==> src/rtl/tile_defines.svh <==
/*
 * Width, bank geometry and address map macros for the memory tile.
 * Include this file wherever one of the TILE_* constants is needed.
 */

`ifndef TILE_DEFINES_SVH
`define TILE_DEFINES_SVH

`define TILE_ADDR_W        32
`define TILE_DATA_W        32

`define TILE_N_BANKS       4    // Word interleaved L1 banks
`define TILE_N_WORDS_BANK  256

`define TILE_L1_START      (32'h1000_0000)
`define TILE_L1_END        (32'h1000_1000)  // Exclusive, 4 KiB
`define TILE_L2_START      (32'h8000_0000)
`define TILE_L2_END        (32'h9000_0000)  // Exclusive

`define TILE_MAX_TRANS     2    // Outstanding demux transactions

`endif

==> src/rtl/tile_pkg.sv <==
/*
 * Shared types of the memory tile: bus vectors, L1 address fields and
 * the target encoding of the core data demux.
 */

`include "tile_defines.svh"

package tile_pkg;

  typedef logic [`TILE_ADDR_W-1:0]   addr_t;  // Byte address
  typedef logic [`TILE_DATA_W-1:0]   data_t;
  typedef logic [`TILE_DATA_W/8-1:0] be_t;    // One bit per byte lane

  // Address bits 3..2 pick the bank, bits 11..4 the word inside it
  typedef logic [$clog2(`TILE_N_BANKS)-1:0]      bank_sel_t;
  typedef logic [$clog2(`TILE_N_WORDS_BANK)-1:0] word_idx_t;

  typedef enum logic [1:0] {
    TGT_L1,   // Local scratchpad
    TGT_L2,   // External port
    TGT_ERR   // Decode error responder
  } target_e;

endpackage

==> src/rtl/tile_intf.sv <==
/*
 * Memory request interface with the req/gnt/rvalid handshake, and the
 * single port SRAM bank interface between interconnect and banks.
 */

`timescale 1ns/100ps

interface mem_req_if;
  import tile_pkg::*;

  logic  req;
  logic  gnt;
  addr_t addr;
  logic  we;
  be_t   be;
  data_t wdata;
  logic  rvalid;  // One pulse per transfer, in order
  data_t rdata;
  logic  err;

  modport initiator (
    output req, addr, we, be, wdata,
    input  gnt, rvalid, rdata, err
  );

  modport target (
    input  req, addr, we, be, wdata,
    output gnt, rvalid, rdata, err
  );
endinterface


==> src/rtl/data_addr_demux.sv <==
/*
 * Core data port demux. Decodes each request into L1, L2 or a decode
 * error, tracks the outstanding transactions and steers their responses
 * back in order. A request to a new target waits until the old drains.
 */

`timescale 1ns/100ps

`include "tile_defines.svh"

module data_addr_demux (
  input  logic         clk_i,
  input  logic         rst_ni,
  mem_req_if.target    core_i,
  mem_req_if.initiator l1_o,
  mem_req_if.initiator l2_o
);
  import tile_pkg::*;

  localparam int unsigned CntW = $clog2(`TILE_MAX_TRANS + 1);

  target_e         req_tgt;
  target_e         out_tgt_q;    // Common target of outstanding transfers
  logic [CntW-1:0] out_cnt_q;
  logic [CntW-1:0] out_cnt_d;
  logic            hold;
  logic            tgt_gnt;
  logic            xfer;
  logic            rsp_valid;
  logic            rsp_err;
  logic            err_valid_q;  // Error responder, one cycle deep

  // Address decode
  always_comb begin
    if (core_i.addr >= `TILE_L1_START && core_i.addr < `TILE_L1_END) begin
      req_tgt = TGT_L1;
    end else if (core_i.addr >= `TILE_L2_START && core_i.addr < `TILE_L2_END) begin
      req_tgt = TGT_L2;
    end else begin
      req_tgt = TGT_ERR;
    end
  end

  // Switching target with traffic in flight could reorder responses
  assign hold = ((out_cnt_q != '0) && (req_tgt != out_tgt_q)) ||
                (out_cnt_q == CntW'(`TILE_MAX_TRANS));

  // Request side, payload goes to both paths
  assign l1_o.req   = core_i.req && !hold && (req_tgt == TGT_L1);
  assign l1_o.addr  = core_i.addr;
  assign l1_o.we    = core_i.we;
  assign l1_o.be    = core_i.be;
  assign l1_o.wdata = core_i.wdata;

  assign l2_o.req   = core_i.req && !hold && (req_tgt == TGT_L2);
  assign l2_o.addr  = core_i.addr;
  assign l2_o.we    = core_i.we;
  assign l2_o.be    = core_i.be;
  assign l2_o.wdata = core_i.wdata;

  always_comb begin
    case (req_tgt)
      TGT_L1:  tgt_gnt = l1_o.gnt;
      TGT_L2:  tgt_gnt = l2_o.gnt;  // Same cycle pass-through
      default: tgt_gnt = 1'b1;      // Errors are accepted at once
    endcase
  end

  assign core_i.gnt = core_i.req && !hold && tgt_gnt;
  assign xfer       = core_i.req && core_i.gnt;

  // Response side, selected by the outstanding target
  always_comb begin
    case (out_tgt_q)
      TGT_L1: begin
        rsp_valid   = l1_o.rvalid;
        rsp_err     = l1_o.err;
        core_i.rdata = l1_o.rdata;
      end
      TGT_L2: begin
        rsp_valid   = l2_o.rvalid;
        rsp_err     = l2_o.err;
        core_i.rdata = l2_o.rdata;
      end
      default: begin
        rsp_valid   = err_valid_q;
        rsp_err     = 1'b1;
        core_i.rdata = '0;
      end
    endcase
  end

  assign core_i.rvalid = rsp_valid;
  assign core_i.err    = rsp_valid && rsp_err;

  always_comb begin
    out_cnt_d = out_cnt_q;
    if (xfer && !rsp_valid) begin
      out_cnt_d = out_cnt_q + 1'b1;
    end else if (!xfer && rsp_valid) begin
      out_cnt_d = out_cnt_q - 1'b1;
    end
  end

  always_ff @(posedge clk_i or negedge rst_ni) begin
    if (!rst_ni) begin
      out_cnt_q   <= '0;
      out_tgt_q   <= TGT_L1;
      err_valid_q <= 1'b0;
    end else begin
      out_cnt_q   <= out_cnt_d;
      err_valid_q <= xfer && (req_tgt == TGT_ERR);
      if (xfer) begin
        out_tgt_q <= req_tgt;  // Equal to the old one while busy
      end
    end
  end

endmodule

==> src/flat_wrapper.sv <==
// flat-port wrapper written by rule: the top's interface ports become plain ports
module data_addr_demux_flat import tile_pkg::*;
  (clk_i, rst_ni, core_i_req, core_i_addr, core_i_we, core_i_be, core_i_wdata, core_i_gnt, core_i_rvalid, core_i_rdata, core_i_err, l1_o_req, l1_o_addr, l1_o_we, l1_o_be, l1_o_wdata, l1_o_gnt, l1_o_rvalid, l1_o_rdata, l1_o_err, l2_o_req, l2_o_addr, l2_o_we, l2_o_be, l2_o_wdata, l2_o_gnt, l2_o_rvalid, l2_o_rdata, l2_o_err);
  mem_req_if core_i_i ();
  mem_req_if l1_o_i ();
  mem_req_if l2_o_i ();
  input  logic clk_i;
  input  logic rst_ni;
  input wire logic [$bits(core_i_i.req)-1:0] core_i_req;
  input wire logic [$bits(core_i_i.addr)-1:0] core_i_addr;
  input wire logic [$bits(core_i_i.we)-1:0] core_i_we;
  input wire logic [$bits(core_i_i.be)-1:0] core_i_be;
  input wire logic [$bits(core_i_i.wdata)-1:0] core_i_wdata;
  output wire logic [$bits(core_i_i.gnt)-1:0] core_i_gnt;
  output wire logic [$bits(core_i_i.rvalid)-1:0] core_i_rvalid;
  output wire logic [$bits(core_i_i.rdata)-1:0] core_i_rdata;
  output wire logic [$bits(core_i_i.err)-1:0] core_i_err;
  output wire logic [$bits(l1_o_i.req)-1:0] l1_o_req;
  output wire logic [$bits(l1_o_i.addr)-1:0] l1_o_addr;
  output wire logic [$bits(l1_o_i.we)-1:0] l1_o_we;
  output wire logic [$bits(l1_o_i.be)-1:0] l1_o_be;
  output wire logic [$bits(l1_o_i.wdata)-1:0] l1_o_wdata;
  input wire logic [$bits(l1_o_i.gnt)-1:0] l1_o_gnt;
  input wire logic [$bits(l1_o_i.rvalid)-1:0] l1_o_rvalid;
  input wire logic [$bits(l1_o_i.rdata)-1:0] l1_o_rdata;
  input wire logic [$bits(l1_o_i.err)-1:0] l1_o_err;
  output wire logic [$bits(l2_o_i.req)-1:0] l2_o_req;
  output wire logic [$bits(l2_o_i.addr)-1:0] l2_o_addr;
  output wire logic [$bits(l2_o_i.we)-1:0] l2_o_we;
  output wire logic [$bits(l2_o_i.be)-1:0] l2_o_be;
  output wire logic [$bits(l2_o_i.wdata)-1:0] l2_o_wdata;
  input wire logic [$bits(l2_o_i.gnt)-1:0] l2_o_gnt;
  input wire logic [$bits(l2_o_i.rvalid)-1:0] l2_o_rvalid;
  input wire logic [$bits(l2_o_i.rdata)-1:0] l2_o_rdata;
  input wire logic [$bits(l2_o_i.err)-1:0] l2_o_err;
  assign core_i_i.req = core_i_req;
  assign core_i_i.addr = core_i_addr;
  assign core_i_i.we = core_i_we;
  assign core_i_i.be = core_i_be;
  assign core_i_i.wdata = core_i_wdata;
  assign core_i_gnt = core_i_i.gnt;
  assign core_i_rvalid = core_i_i.rvalid;
  assign core_i_rdata = core_i_i.rdata;
  assign core_i_err = core_i_i.err;
  assign l1_o_req = l1_o_i.req;
  assign l1_o_addr = l1_o_i.addr;
  assign l1_o_we = l1_o_i.we;
  assign l1_o_be = l1_o_i.be;
  assign l1_o_wdata = l1_o_i.wdata;
  assign l1_o_i.gnt = l1_o_gnt;
  assign l1_o_i.rvalid = l1_o_rvalid;
  assign l1_o_i.rdata = l1_o_rdata;
  assign l1_o_i.err = l1_o_err;
  assign l2_o_req = l2_o_i.req;
  assign l2_o_addr = l2_o_i.addr;
  assign l2_o_we = l2_o_i.we;
  assign l2_o_be = l2_o_i.be;
  assign l2_o_wdata = l2_o_i.wdata;
  assign l2_o_i.gnt = l2_o_gnt;
  assign l2_o_i.rvalid = l2_o_rvalid;
  assign l2_o_i.rdata = l2_o_rdata;
  assign l2_o_i.err = l2_o_err;
  data_addr_demux u_core (.clk_i(clk_i), .rst_ni(rst_ni), .core_i(core_i_i), .l1_o(l1_o_i), .l2_o(l2_o_i));
endmodule
==> config.mk <==
export PLATFORM = sky130hd
export DESIGN_NAME = data_addr_demux_flat
export DESIGN_NICKNAME = d
export VERILOG_FILES = /design/src/rtl/tile_pkg.sv /design/src/rtl/tile_intf.sv /design/src/rtl/data_addr_demux.sv /design/src/flat_wrapper.sv
export VERILOG_INCLUDE_DIRS = /design/src /design/src/rtl
export SDC_FILE = /design/constraint.sdc
export NUM_CORES = 1
export LEC_CHECK = 0
export ABC_AREA = 1
export BUFFER_PORTS_ARGS = -buffer_cell sky130_fd_sc_hd__buf_2
export CAP_MARGIN = 40
export CORE_AREA = 2 2 125 127
export CTS_BUF_LIST = sky130_fd_sc_hd__clkbuf_16
export CTS_CLUSTER_DIAMETER = 100
export DETAILED_ROUTE_END_ITERATION = 8
export DIE_AREA = 0 0 127 129
export PLACE_DENSITY = 0.52
export SKIP_LAST_GASP = 1
export SLEW_MARGIN = 20
export SYNTH_ARGS = -nofsm -noshare
export SYNTH_HDL_FRONTEND = slang
export SYNTH_SLANG_ARGS = --single-unit
==> constraint.sdc <==
create_clock -name clk_i -period 6 [get_ports clk_i]
set_clock_uncertainty 0.2 [all_clocks]
set_input_delay 0.3 -clock clk_i [delete_from_list [all_inputs] [get_ports clk_i]]
set_output_delay 0.3 -clock clk_i [all_outputs]
set_load 0.005 [all_outputs]
==> impl_metrics.csv <==
group,metric,value,unit
timing,min_period,2.417,ns
synthesis,yosysMostFrequentCell,"buf_4",
timing,finalSetupViolations,0,
timing,period_share,0.4029,
clocking,post_cts_buffers,0,
layout,fin_util,0.1292,
placed_design,gp_congestion,0.7233,
synthesis,synth_top_area_frac,0.5706,
synthesis,synth.top_cells.by_count,"138 x buf_4, 32 x a22o_1, 16 x nand2_1",
route,detailroute.via_count,1527,
power_and_ir_drop,power_leakage,1.141,nW
synthesis,yosys_most_used_dff,"dfrtp_1",
route,drc,0,
global_route,antenna_found_initial,0,
timing,worst_slack,3.583,ns
placed_design,io_buffers,169,
placed_design,place_ws,3.636,ns
die,io_pins,317,
layout,fin_nets,424,
clocking,cts_resized,0,
die,start_util,0.1212,
die,die_h,129,um
global_route,use_met2,0.09551,
synthesis,avgSynthCellArea,7.321,um2
layout,antenna_cells,0,
clocking,htreeDepth,1,
layout,layout-drive-gt1-share,0.6607,
power_and_ir_drop,p_comb_frac,0.673,
route,avgRoutedWirePerCell,11.87,um
clocking,cts.path.max_buffers,2,
power_and_ir_drop,power.density,279.8,mW/mm2
power_and_ir_drop,p_switching,0.0002302,W
timing,worstMarginPinSlew,0.5467,ns
route,first_iter_violations,70,
critical_path,worstPathRequired,5.50,ns
synthesis,netlist_area,0.001815,mm2
route,via_per_inst,3.263,
global_route,grt_pass1_vias,1367,
clocking,cts_hold_buf,1,
synthesis,netlist_instances,248,
power_and_ir_drop,intPower,0.0003111,W
route,drt-total-wl,5555,um
timing,rsz0062_at_grt,"false",
clocking,clockRootBuffer,"clkbuf_16",
timing,fmax,413.7,MHz
run_status,status,"completed",
synthesis,ys_types,24,
timing,finalHoldViolations,0,
power_and_ir_drop,switching_share,0.4252,
global_route,grt_max_degree,35,
placed_design,hpwl,4561,um
synthesis,yosysTopAreaCell,"buf_4",
die,die_x,127,um
timing,max_slew_margin,0.6323,
synthesis,ys_top_cells_by_area,"buf_4 57%, a22o_1 15%, dfrtp_1 6.9%",
die,core,0.01498,mm2
synthesis,synth_edf_count,0,
timing,finalSetupTns,0,ns
power_and_ir_drop,ir_worst_vdd,0.08043,mV
layout,area_growth,6.547,%
run,cap_viol_max_count,0,
critical_path,crit_type,"reg -> out",
synthesis,synth-warning-count,0,
global_route,grt_pass1_wl,7107,um
die,rows,45,
clocking,clkTransAtPathRegs,0.04,ns
critical_path,path_max_fanout,33,
critical_path,end_kind,"output port",
synthesis,synth_seq_cells,5,
clocking,clock_latency,0.23,ns
route,antenna_left,0,
route,firstDrtPassIters,4,
global_route,grtUsageMet1,0.06406,
global_route,gr-total-overflow,0,
power_and_ir_drop,pwr-share-clk,0.207,
clocking,cts_buffers,3,
synthesis,synth_seq_area_share,0.06892,
min_path,hold_path_class,"in -> async",
global_route,gr-usage-all-layers,0.05572,
timing,whs,0.2123,ns
clocking,cts_tree,"built",
global_route,met3_usage,0.01455,
global_route,globalRoute.busiestLayer,"met2",
die,die-area,0.01638,mm2
timing,maxSlewViolCount,0,
clocking,cts_sinks,5,
critical_path,worst_ep_arrival_time,1.92,ns
synthesis,async_flop_share,1.000,
synthesis,syn_nets,391,
power_and_ir_drop,p_seq_frac,0.119,
critical_path,startpoint_type,"flop",
-- flip-flops by register name, summed over array words and instances (netlist names) --
name and count:
u_core.err_valid_q 1, u_core.out_cnt_q 2, u_core.out_tgt_q 2
-- through the flow --
step | total power (W) | instance area, um2 | instances
floorplan | 0.0003321 | 1815 | 248
global placement | 0.0004328 | 1846 | 463
detailed placement | 0.0004312 | 1846 | 463
CTS | 0.0005474 | 1934 | 468
global route | 0.0005861 | 1934 | 468
finish | 0.0005413 | 1934 | 468
-- per-layer routing --
layer,share of wire,up-vias
li1,-,742
met2,0.50,91
met4,0.029,0
met1,0.37,659
met3,0.10,35
met5,0,-
-- critical path, cell delays in order, from the launching register on --
cell	delay, ns
dfrtp_1	0.43
inv_1	0.08
nand2_1	0.11
inv_1	0.08
buf_4	0.36
nand2_1	0.07
and3_1	0.19
inv_2	0.07
o221ai_1	0.10
inv_1	0.07
buf_2	0.13
-- logic make-up after synthesis --
| group | synth area share |
|---|---|
| buffers and inverters | 0.6141 |
| AND/OR/NAND/NOR | 0.1289 |
| AO/OA/AOI/OAI | 0.1716 |
| flip-flops | 0.06892 |
| XOR/XNOR | 0.009650 |
| adder cells (fa/ha/maj) | 0.006891 |
-- worst paths after layout --
path,start,end,slack [ns],cells after the start
worst max register to register,u_core.out_tgt_q[1],u_core.out_cnt_q[1],3.67,10
worst max-delay path,u_core.out_tgt_q[1],core_i_err,3.58,10
worst min register to register,u_core.out_cnt_q[1],u_core.out_cnt_q[1],0.27,1
worst min-delay path,rst_ni,u_core.err_valid_q,0.21,2
max in group asynchronous,rst_ni,u_core.out_cnt_q[0],5.25,2
min in group clk_i,u_core.out_cnt_q[1],u_core.out_cnt_q[1],0.27,1
-- layout make-up --
cell class | instances | area [um2]
Clock buffer | 3 | 75.07
Clock inverter | 1 | 3.754
Fill cell | 1743 | 13040
Inverter | 13 | 48.80
Multi-Input combinational cell | 86 | 575.6
Sequential cell | 5 | 125.1
Tap cell | 188 | 235.2
Timing Repair Buffer | 172 | 870.8
-- power groups by stage --
stage | logic, W | clock network, W | registers (W)
finish | 0.000365 | 0.000112 | 0.0000645
global route | 0.000403 | 0.000117 | 0.0000661
CTS | 0.000369 | 0.000113 | 0.0000647
detailed placement | 0.000367 | 0 | 0.0000644
global placement | 0.000368 | 0 | 0.0000644
floorplan | 0.000272 | 0 | 0.0000598
-- cells in the final DEF (no fill, tap or decap), types with 2 or more instances in the layout --
| master | n |
|---|---|
| nor2_1 | 14 |
| inv_1 | 13 |
| nor2_2 | 3 |
| dfrtp_1 | 5 |
| a22o_1 | 32 |
| buf_2 | 169 |
| xnor2_1 | 2 |
| buf_4 | 2 |
| nand2_1 | 16 |
| nand3_2 | 4 |
| clkbuf_16 | 3 |
| nand4_1 | 3 |
Note: power is estimated with default switching activity, not from simulation.
